### config.mk
export PLATFORM = sky130hd
export DESIGN_NAME = ex_block
export DESIGN_NICKNAME = d
export VERILOG_FILES = /design/src/hw/ex_pkg.sv /design/src/hw/ex_pipe_reg.sv /design/src/hw/ex_alu.sv /design/src/hw/ex_block.sv
export VERILOG_INCLUDE_DIRS = /design/src /design/src/hw
export SDC_FILE = /design/constraint.sdc
export NUM_CORES = 1
export LEC_CHECK = 0
export BUFFER_PORTS_ARGS = -buffer_cell sky130_fd_sc_hd__buf_2
export CORE_MARGIN = 4
export CORE_UTILIZATION = 47
export CTS_CLUSTER_SIZE = 14
export DETAILED_ROUTE_END_ITERATION = 10
export PLACE_DENSITY = 0.77
export SLEW_MARGIN = 10
export SYNTH_ARGS = -nofsm -noshare
export SYNTH_HDL_FRONTEND = slang
export SYNTH_SLANG_ARGS = --single-unit
### constraint.sdc
create_clock -name clk_i -period 3.81 [get_ports clk_i]
set_input_delay 0 -clock clk_i [delete_from_list [all_inputs] [get_ports clk_i]]
set_output_delay 0 -clock clk_i [all_outputs]
set_load 0.05 [all_outputs]
### src/hw/ex_macros.svh
// width definitions shared by the EX stage RTL and testbench
// the ALU encodings assume RV32, so EX_XLEN must stay at 32
// EX_SHAMT_W has to be log2 of EX_XLEN
`ifndef EX_MACROS_SVH
`define EX_MACROS_SVH

// data and address width
`define EX_XLEN 32

// register file address width
`define EX_RADDR_W 5

// shift amount taken from operand b
`define EX_SHAMT_W 5

// load/store access size code
`define EX_LSU_TYPE_W 2

`endif

### src/hw/ex_pkg.sv
// operator encodings and payload structs of the EX stage
// all payloads are packed so one generic stage register carries them
// ALU_ADD must stay at code zero because a reset register decodes as ADD
`include "ex_macros.svh"

package ex_pkg;

  typedef enum logic [3:0] {
    ALU_ADD  = 4'd0,
    ALU_SUB  = 4'd1,
    ALU_XOR  = 4'd2,
    ALU_OR   = 4'd3,
    ALU_AND  = 4'd4,
    ALU_SLL  = 4'd5,
    ALU_SRL  = 4'd6,
    ALU_SRA  = 4'd7,
    ALU_SLT  = 4'd8,
    ALU_SLTU = 4'd9,
    ALU_EQ   = 4'd10,  // branch compares from here on
    ALU_NE   = 4'd11,
    ALU_LT   = 4'd12,
    ALU_GE   = 4'd13,
    ALU_LTU  = 4'd14,
    ALU_GEU  = 4'd15
  } alu_op_e;

  typedef enum logic [`EX_LSU_TYPE_W-1:0] {
    LSU_WORD = 0,
    LSU_HALF = 1,
    LSU_BYTE = 2
  } lsu_type_e;

  typedef enum logic [1:0] {
    WB_INSTR_LOAD  = 0,
    WB_INSTR_STORE = 1,
    WB_INSTR_OTHER = 2
  } wb_instr_type_e;

  typedef struct packed {
    alu_op_e              op;
    logic [`EX_XLEN-1:0]  operand_a;
    logic [`EX_XLEN-1:0]  operand_b;
  } alu_req_t;

  // branch target operands, normally pc and immediate
  typedef struct packed {
    logic [`EX_XLEN-1:0]  operand_a;
    logic [`EX_XLEN-1:0]  operand_b;
  } bt_req_t;

  typedef struct packed {
    alu_req_t  alu;
    bt_req_t   bt;
  } ex_op_t;

  typedef struct packed {
    logic                 req;       // strobe, valid this cycle
    logic                 we;
    lsu_type_e            lsu_type;
    logic [`EX_XLEN-1:0]  wdata;
    logic                 sign_ext;
  } lsu_req_t;

  typedef struct packed {
    logic                    en_wb;  // strobe, valid this cycle
    wb_instr_type_e          instr_type;
    logic [`EX_XLEN-1:0]     pc;
    logic                    is_compressed;
    logic                    perf_count;
    logic [`EX_RADDR_W-1:0]  rf_waddr;
    logic [`EX_XLEN-1:0]     rf_wdata;
    logic                    rf_we;  // strobe
    logic                    dummy_instr;
  } wb_info_t;

endpackage

### src/hw/ex_pipe_reg.sv
// one-cycle stage register for any packed payload
// resets asynchronously to all zeros, no enable and no stall

`timescale 1ns/1ps

module ex_pipe_reg #(
  parameter type payload_t = logic
) (
  input  logic      clk_i,
  input  logic      rst_ni,
  input  payload_t  d_i,
  output payload_t  q_o
);

  // every field clears, so strobes inside the payload read as idle
  always_ff @(posedge clk_i or negedge rst_ni) begin
    if (!rst_ni) begin
      q_o <= '0;
    end else begin
      q_o <= d_i;  // new item every clock
    end
  end

endmodule

### src/hw/ex_alu.sv
// single-cycle RV32 integer ALU, purely combinational
// comparisons run the adder in subtract mode, so adder_result_o is a-b for them
// shifts use only the low EX_SHAMT_W bits of operand b

`timescale 1ns/1ps
`include "ex_macros.svh"

module ex_alu (
  input  ex_pkg::alu_req_t     req_i,
  output logic [`EX_XLEN-1:0]  result_o,
  output logic [`EX_XLEN-1:0]  adder_result_o,  // also the LSU address
  output logic                 cmp_result_o
);
  import ex_pkg::*;

  logic                 adder_negate;
  logic [`EX_XLEN-1:0]  adder_op_b;
  logic [`EX_XLEN:0]    adder_cin;
  logic [`EX_XLEN:0]    adder_sum;     // top bit is the carry out

  logic                 is_equal;
  logic                 lt_signed;
  logic                 lt_unsigned;

  logic [`EX_SHAMT_W-1:0] shamt;
  logic                 shift_left;
  logic                 shift_arith;
  logic [`EX_XLEN-1:0]  operand_a_rev;
  logic [`EX_XLEN-1:0]  shift_src;
  logic [`EX_XLEN:0]    shift_ext;
  logic [`EX_XLEN-1:0]  shift_right;
  logic [`EX_XLEN-1:0]  shift_right_rev;
  logic [`EX_XLEN-1:0]  shift_result;

  //////////////////////////////////////////////////////////////////////
  // adder
  //////////////////////////////////////////////////////////////////////

  // only ADD and the non-arithmetic ops keep b as is
  always_comb begin
    case (req_i.op)
      ALU_ADD, ALU_XOR, ALU_OR, ALU_AND,
      ALU_SLL, ALU_SRL, ALU_SRA: adder_negate = 1'b0;
      default:                   adder_negate = 1'b1;
    endcase
  end

  assign adder_op_b     = adder_negate ? ~req_i.operand_b : req_i.operand_b;
  assign adder_cin      = {{`EX_XLEN{1'b0}}, adder_negate};  // +1 completes two's complement
  assign adder_sum      = {1'b0, req_i.operand_a} + {1'b0, adder_op_b} + adder_cin;
  assign adder_result_o = adder_sum[`EX_XLEN-1:0];

  //////////////////////////////////////////////////////////////////////
  // comparator
  //////////////////////////////////////////////////////////////////////

  assign is_equal    = ~|(req_i.operand_a ^ req_i.operand_b);
  assign lt_unsigned = ~adder_sum[`EX_XLEN];  // borrow out of a-b

  // differing signs decide directly, otherwise the difference cannot overflow
  assign lt_signed = (req_i.operand_a[`EX_XLEN-1] != req_i.operand_b[`EX_XLEN-1]) ?
                     req_i.operand_a[`EX_XLEN-1] : adder_sum[`EX_XLEN-1];

  always_comb begin
    case (req_i.op)
      ALU_EQ:            cmp_result_o = is_equal;
      ALU_NE:            cmp_result_o = ~is_equal;
      ALU_LT, ALU_SLT:   cmp_result_o = lt_signed;
      ALU_GE:            cmp_result_o = ~lt_signed;
      ALU_LTU, ALU_SLTU: cmp_result_o = lt_unsigned;
      ALU_GEU:           cmp_result_o = ~lt_unsigned;
      default:           cmp_result_o = 1'b0;
    endcase
  end

  //////////////////////////////////////////////////////////////////////
  // shifter
  //////////////////////////////////////////////////////////////////////

  // one right shifter, left shifts go through bit reversal
  assign shamt         = req_i.operand_b[`EX_SHAMT_W-1:0];
  assign shift_left    = (req_i.op == ALU_SLL);
  assign shift_arith   = (req_i.op == ALU_SRA);
  assign operand_a_rev = {<<{req_i.operand_a}};
  assign shift_src     = shift_left ? operand_a_rev : req_i.operand_a;

  // extra top bit carries the fill value
  assign shift_ext       = $signed({shift_arith & shift_src[`EX_XLEN-1], shift_src}) >>> shamt;
  assign shift_right     = shift_ext[`EX_XLEN-1:0];
  assign shift_right_rev = {<<{shift_right}};
  assign shift_result    = shift_left ? shift_right_rev : shift_right;

  //////////////////////////////////////////////////////////////////////
  // result select
  //////////////////////////////////////////////////////////////////////

  always_comb begin
    case (req_i.op)
      ALU_ADD, ALU_SUB:          result_o = adder_result_o;
      ALU_XOR:                   result_o = req_i.operand_a ^ req_i.operand_b;
      ALU_OR:                    result_o = req_i.operand_a | req_i.operand_b;
      ALU_AND:                   result_o = req_i.operand_a & req_i.operand_b;
      ALU_SLL, ALU_SRL, ALU_SRA: result_o = shift_result;
      default:                   result_o = {{(`EX_XLEN-1){1'b0}}, cmp_result_o};  // slt, branches
    endcase
  end

endmodule

### src/hw/ex_block.sv
// execute stage of a small in-order RV32 core, one item per clock
// there is no stall and no back-pressure so ID must hold or insert bubbles itself
// every output follows the inputs by exactly one cycle and is zero after reset

`timescale 1ns/1ps
`include "ex_macros.svh"

module ex_block #(
  parameter bit BranchTargetALU = 1'b1  // dedicated adder for the branch target
) (
  input  logic                 clk_i,
  input  logic                 rst_ni,

  // from ID, sampled every clock
  input  ex_pkg::ex_op_t       ex_op_i,
  input  ex_pkg::lsu_req_t     lsu_req_i,
  input  ex_pkg::wb_info_t     wb_info_i,

  // results
  output logic [`EX_XLEN-1:0]  result_o,
  output logic [`EX_XLEN-1:0]  adder_result_o,    // to LSU
  output logic [`EX_XLEN-1:0]  branch_target_o,   // to IF
  output logic                 branch_decision_o, // to ID

  // EX/MA forwarding
  output ex_pkg::lsu_req_t     lsu_req_o,
  output ex_pkg::wb_info_t     wb_info_o
);
  import ex_pkg::*;

  ex_op_t               ex_op_q;
  logic [`EX_XLEN-1:0]  alu_result;
  logic [`EX_XLEN-1:0]  alu_adder_result;
  logic                 alu_cmp_result;

  //////////////////////////////////////////////////////////////////////
  // stage registers
  //////////////////////////////////////////////////////////////////////

  ex_pipe_reg #(
    .payload_t(ex_op_t)
  ) id_ex_reg_i (
    .clk_i (clk_i),
    .rst_ni(rst_ni),
    .d_i   (ex_op_i),
    .q_o   (ex_op_q)
  );

  // LSU request and write-back info only ride along to MA
  ex_pipe_reg #(
    .payload_t(lsu_req_t)
  ) lsu_reg_i (
    .clk_i (clk_i),
    .rst_ni(rst_ni),
    .d_i   (lsu_req_i),
    .q_o   (lsu_req_o)
  );

  ex_pipe_reg #(
    .payload_t(wb_info_t)
  ) wb_reg_i (
    .clk_i (clk_i),
    .rst_ni(rst_ni),
    .d_i   (wb_info_i),
    .q_o   (wb_info_o)
  );

  //////////////////////////////////////////////////////////////////////
  // ALU
  //////////////////////////////////////////////////////////////////////

  ex_alu alu_i (
    .req_i         (ex_op_q.alu),
    .result_o      (alu_result),
    .adder_result_o(alu_adder_result),
    .cmp_result_o  (alu_cmp_result)
  );

  assign result_o          = alu_result;
  assign adder_result_o    = alu_adder_result;
  assign branch_decision_o = alu_cmp_result;

  //////////////////////////////////////////////////////////////////////
  // branch target
  //////////////////////////////////////////////////////////////////////

  if (BranchTargetALU) begin : g_bt_alu
    // wraps at EX_XLEN bits, carry dropped
    assign branch_target_o = ex_op_q.bt.operand_a + ex_op_q.bt.operand_b;
  end else begin : g_no_bt_alu
    // ID must then put pc and offset on the ALU operands
    assign branch_target_o = alu_adder_result;
  end

endmodule

==> results.json <==
{
  "status": "complete, but fails checks",
  "violations": "negative setup slack",
  "n_fill_cell": 1806,
  "max_stage_delay_ns": 0.41,
  "die_y_microns": 184.3,
  "die_area_sq_mm": 0.03397,
  "synthAdderAreaFrac_pct": 11.06,
  "drt_pass1_iterations": 6,
  "grt_first_pass_wirelength_microns": 99350,
  "utilization_pct": 76.74,
  "setup_slack_ns": -0.4096,
  "final_max_slew_viol_count": 0,
  "syn_inst": 1388,
  "post-route-period-util_pct": 110.8,
  "max_cap_violations": 0,
  "grt_pass1_vias": 16300,
  "synth_edf_count": 0,
  "drive_gt1_share_pct": 40.20,
  "cts-buffers-inserted": 26,
  "drc_errors": 0,
  "initial_core_util_pct": 47.64,
  "core-area_sq_mm": 0.03067,
  "die_width_microns": 184.3,
  "track_usage_pct": 38.37,
  "finalPower_mw": 10.09,
  "leakage_nw": 11.07,
  "cts-root-buf": "clkbuf_16",
  "first_iter_violations": 1907,
  "syn_to_final_growth_pct": 61.08,
  "synth_cell_type_count": 79,
  "min_path_cells": 2,
  "cts_num_sinks": 245,
  "vdd_ir_drop_max_v": 0.0005370,
  "synth_top_family_by_area": "compound AO/OA/AOI/OAI gates",
  "setup_viol": 33,
  "rsz0062_at_grt": "yes",
  "tightest_slew_ns": 1.056,
  "wl_met2_microns": 33250,
  "antenna_found_initial": 5,
  "cpMostUsedCell": "buf_12",
  "viasPerCell": 6.230,
  "clock.fmax_ghz": 0.2370,
  "yosys_warnings": 0,
  "synth_area_sq_mm": 0.01461,
  "routedWlPerCell_microns": 26.69,
  "dp_hpwl_microns": 44970,
  "synth_compound_area_share_pct": 17.55,
  "vias": 16470,
  "htreeDepth": 1,
  "highest_layer": "met4",
  "tns_ns": -5.407,
  "cp_cell_sequence": "nor2b_4 -> a21oi_4 -> buf_12 -> buf_8 -> xnor2_4 -> fa_2 -> a211oi_4 -> o21ai_2 -> a21oi_2 -> and4b_1 -> or2_4 -> a31oi_4 -> buf_12 -> o21ai_4 -> a2111o_1 -> buf_6",
  "grt_overflow": 0,
  "nets": 2600,
  "placementRows": 64,
  "gp_congestion": 1.029,
  "grt_max_degree": 120,
  "stdcell_area_sq_mm": 0.02354,
  "antenna_left": 0,
  "met3RoutedLength_microns": 8574,
  "syn_nets": 1763,
  "clockBufferDepth": 3,
  "hold_path.class": "input pin to flop",
  "port_buffers": 456,
  "critical_path_arrival_ns": 4.22,
  "async_flop_share_pct": 100.0,
  "wl_met1_microns": 23970,
  "cts_tree": "yes",
  "synthMuxAreaShare_pct": 9.616,
  "wirelength_microns": 70550,
  "crit_type": "flop to primary output",
  "clk_pin_slew_ns": 0.06,
  "min_period_ns": 4.220,
  "place_area_sq_mm": 0.01797,
  "start_kind": "flop",
  "syn_avg_cell_area_sq_um": 10.53,
  "io_pins": 457,
  "slew_headroom_pct": 29.63,
  "synth_seq_cells": 245,
  "synth-simple-area-share_pct": 10.38,
  "path_max_fanout": 7,
  "powerDensity_mw_per_mm2": 428.5,
  "critPathSlowestCell": "a2111o_1",
  "hold_viol": 0,
  "worstSetupEndpointType": "primary output",
  "synth_xor_xnor_area_share_pct": 5.275,
  "synth_ff_type": "dfrtp_1",
  "critPathRequiredTime_ns": 3.81,
  "seq_area_frac_synth_pct": 41.96
}
==> through the flow <==
| step | hold slack [ns] | setup slack [ns] | instances |
|---|---|---|---|
| 3_5_place_dp | 0.1093 | -0.03335 | 2254 |
| 3_3_place_gp | 0.1074 | 0.08355 | 2254 |
| 6_report | 0.05930 | -0.4096 | 2643 |
| 5_1_grt | 0.05688 | -0.4460 | 2642 |
| 4_1_cts | 0.04120 | -0.3131 | 2595 |
| 2_1_floorplan | -0.2956 | -0.009768 | 1388 |
==> path summary, 6_finish.rpt <==
check / startpoint / end / slack, ns
setup / recovery: id_ex_reg_i.q_o[128] / adder_result_o[28] / -0.41
hold / removal: lsu_req_i[12] / lsu_reg_i.q_o[12] / 0.06
min in group asynchronous: rst_ni / id_ex_reg_i.q_o[81] / 0.10
max in group asynchronous: rst_ni / wb_reg_i.q_o[56] / 2.41
==> logic make-up after synthesis <==
family / count (synthesis)
compound gates: 376
simple gates: 307
flops: 245
buf+inv: 156
fa+ha+maj: 128
xor+xnor: 88
mux: 88
==> critical path: cells and delay by family, from the launching register on <==
family | cells | cell delay (ns)
compound gates | 7 | 1.51
simple gates | 3 | 0.66
buf+inv | 4 | 0.62
flops | 1 | 0.39
fa+ha+maj | 1 | 0.39
xor+xnor | 1 | 0.06
==> flip-flops by register name, indices dropped and copies added, names as in the netlist <==
name	flops
id_ex_reg_i.q_o	132
wb_reg_i.q_o	76
lsu_reg_i.q_o	37
==> cells in the mapped netlist (all sizes together) (4+ instances only) <==
cell type / count / share of area (%)
nor2: 59 / 1.5
or3: 4 / 0.17
a21oi: 83 / 2.9
nor3: 22 / 0.75
mux2: 9 / 0.69
mux2i: 38 / 2.6
a221o: 10 / 0.69
nor4: 11 / 0.47
o311ai: 4 / 0.29
inv: 87 / 2.2
o21a: 13 / 0.67
nor2b: 9 / 0.39
or2: 6 / 0.26
a21o: 21 / 1.1
o221ai: 4 / 0.24
o41ai: 4 / 0.24
nor3b: 5 / 0.26
o211ai: 18 / 0.92
nand3: 29 / 0.99
ha: 126 / 11
a211o: 7 / 0.42
o21bai: 13 / 0.67
o21ai: 77 / 2.6
a211oi: 10 / 0.51
nand4: 14 / 0.60
a2111oi: 5 / 0.34
nand2b: 8 / 0.34
mux4: 41 / 6.3
xnor2: 68 / 4.1
a22o: 4 / 0.24
a31oi: 16 / 0.79
and3: 13 / 0.56
clkbuf: 49 / 1.3
xor2: 20 / 1.2
nand2: 102 / 2.6
a22oi: 27 / 1.4
dfrtp: 245 / 42
a221oi: 20 / 1.2
o2111ai: 6 / 0.36
o31ai: 4 / 0.21
buf: 18 / 0.62
o22ai: 7 / 0.30
and2: 13 / 0.56
==> final cells by class <==
class | instances | area [sq um] | area share, %
Inverter | 89 | 334.1 | 1.419
Sequential cell | 245 | 6131 | 26.05
Tap cell | 396 | 495.5 | 2.105
Timing Repair Buffer | 876 | 6534 | 27.76
Clock inverter | 11 | 190.2 | 0.8080
Antenna cell | 3 | 7.507 | 0.03190
Clock buffer | 36 | 748.2 | 3.179
Multi-Input combinational cell | 987 | 9096 | 38.65
==> cell usage in the layout (no fill, tap or decap), types with 41 or more instances in the layout <==
master and instances:
nand2_1 96, mux4_2 41, xnor2_1 48, nor2_1 56, inv_1 86, o21ai_0 52
buf_4 155, a21oi_1 61, dfrtp_1 245, buf_6 46, ha_1 112, buf_2 409
dlygate4sd3_1 246
==> repair_timing <==
action,in CTS,in global routing
pin swaps,44,68
gates cloned,2,0
hold buffers,246,0
gates resized for setup,154,178
endpoints found under the hold margin,360,0
setup endpoints to repair,45,57
buffers inserted,46,47
==> metal layers <==
metal | GRT usage [%] | up-vias
li1 | - | 6782
met1 | 46.95 | 7902
met2 | 63.75 | 1392
met3 | 10.34 | 389
met4 | 17.42 | 0
met5 | 0 | -
==> power breakdown <==
part | switching [mW] | internal (mW) | total (mW)
clock | 1.14 | 1.65 | 2.79
combinational | 2.80 | 1.62 | 4.42
sequential | 0.141 | 2.73 | 2.87
total | 4.08 | 6.01 | 10.1
Power figures use the tool's default switching activity.
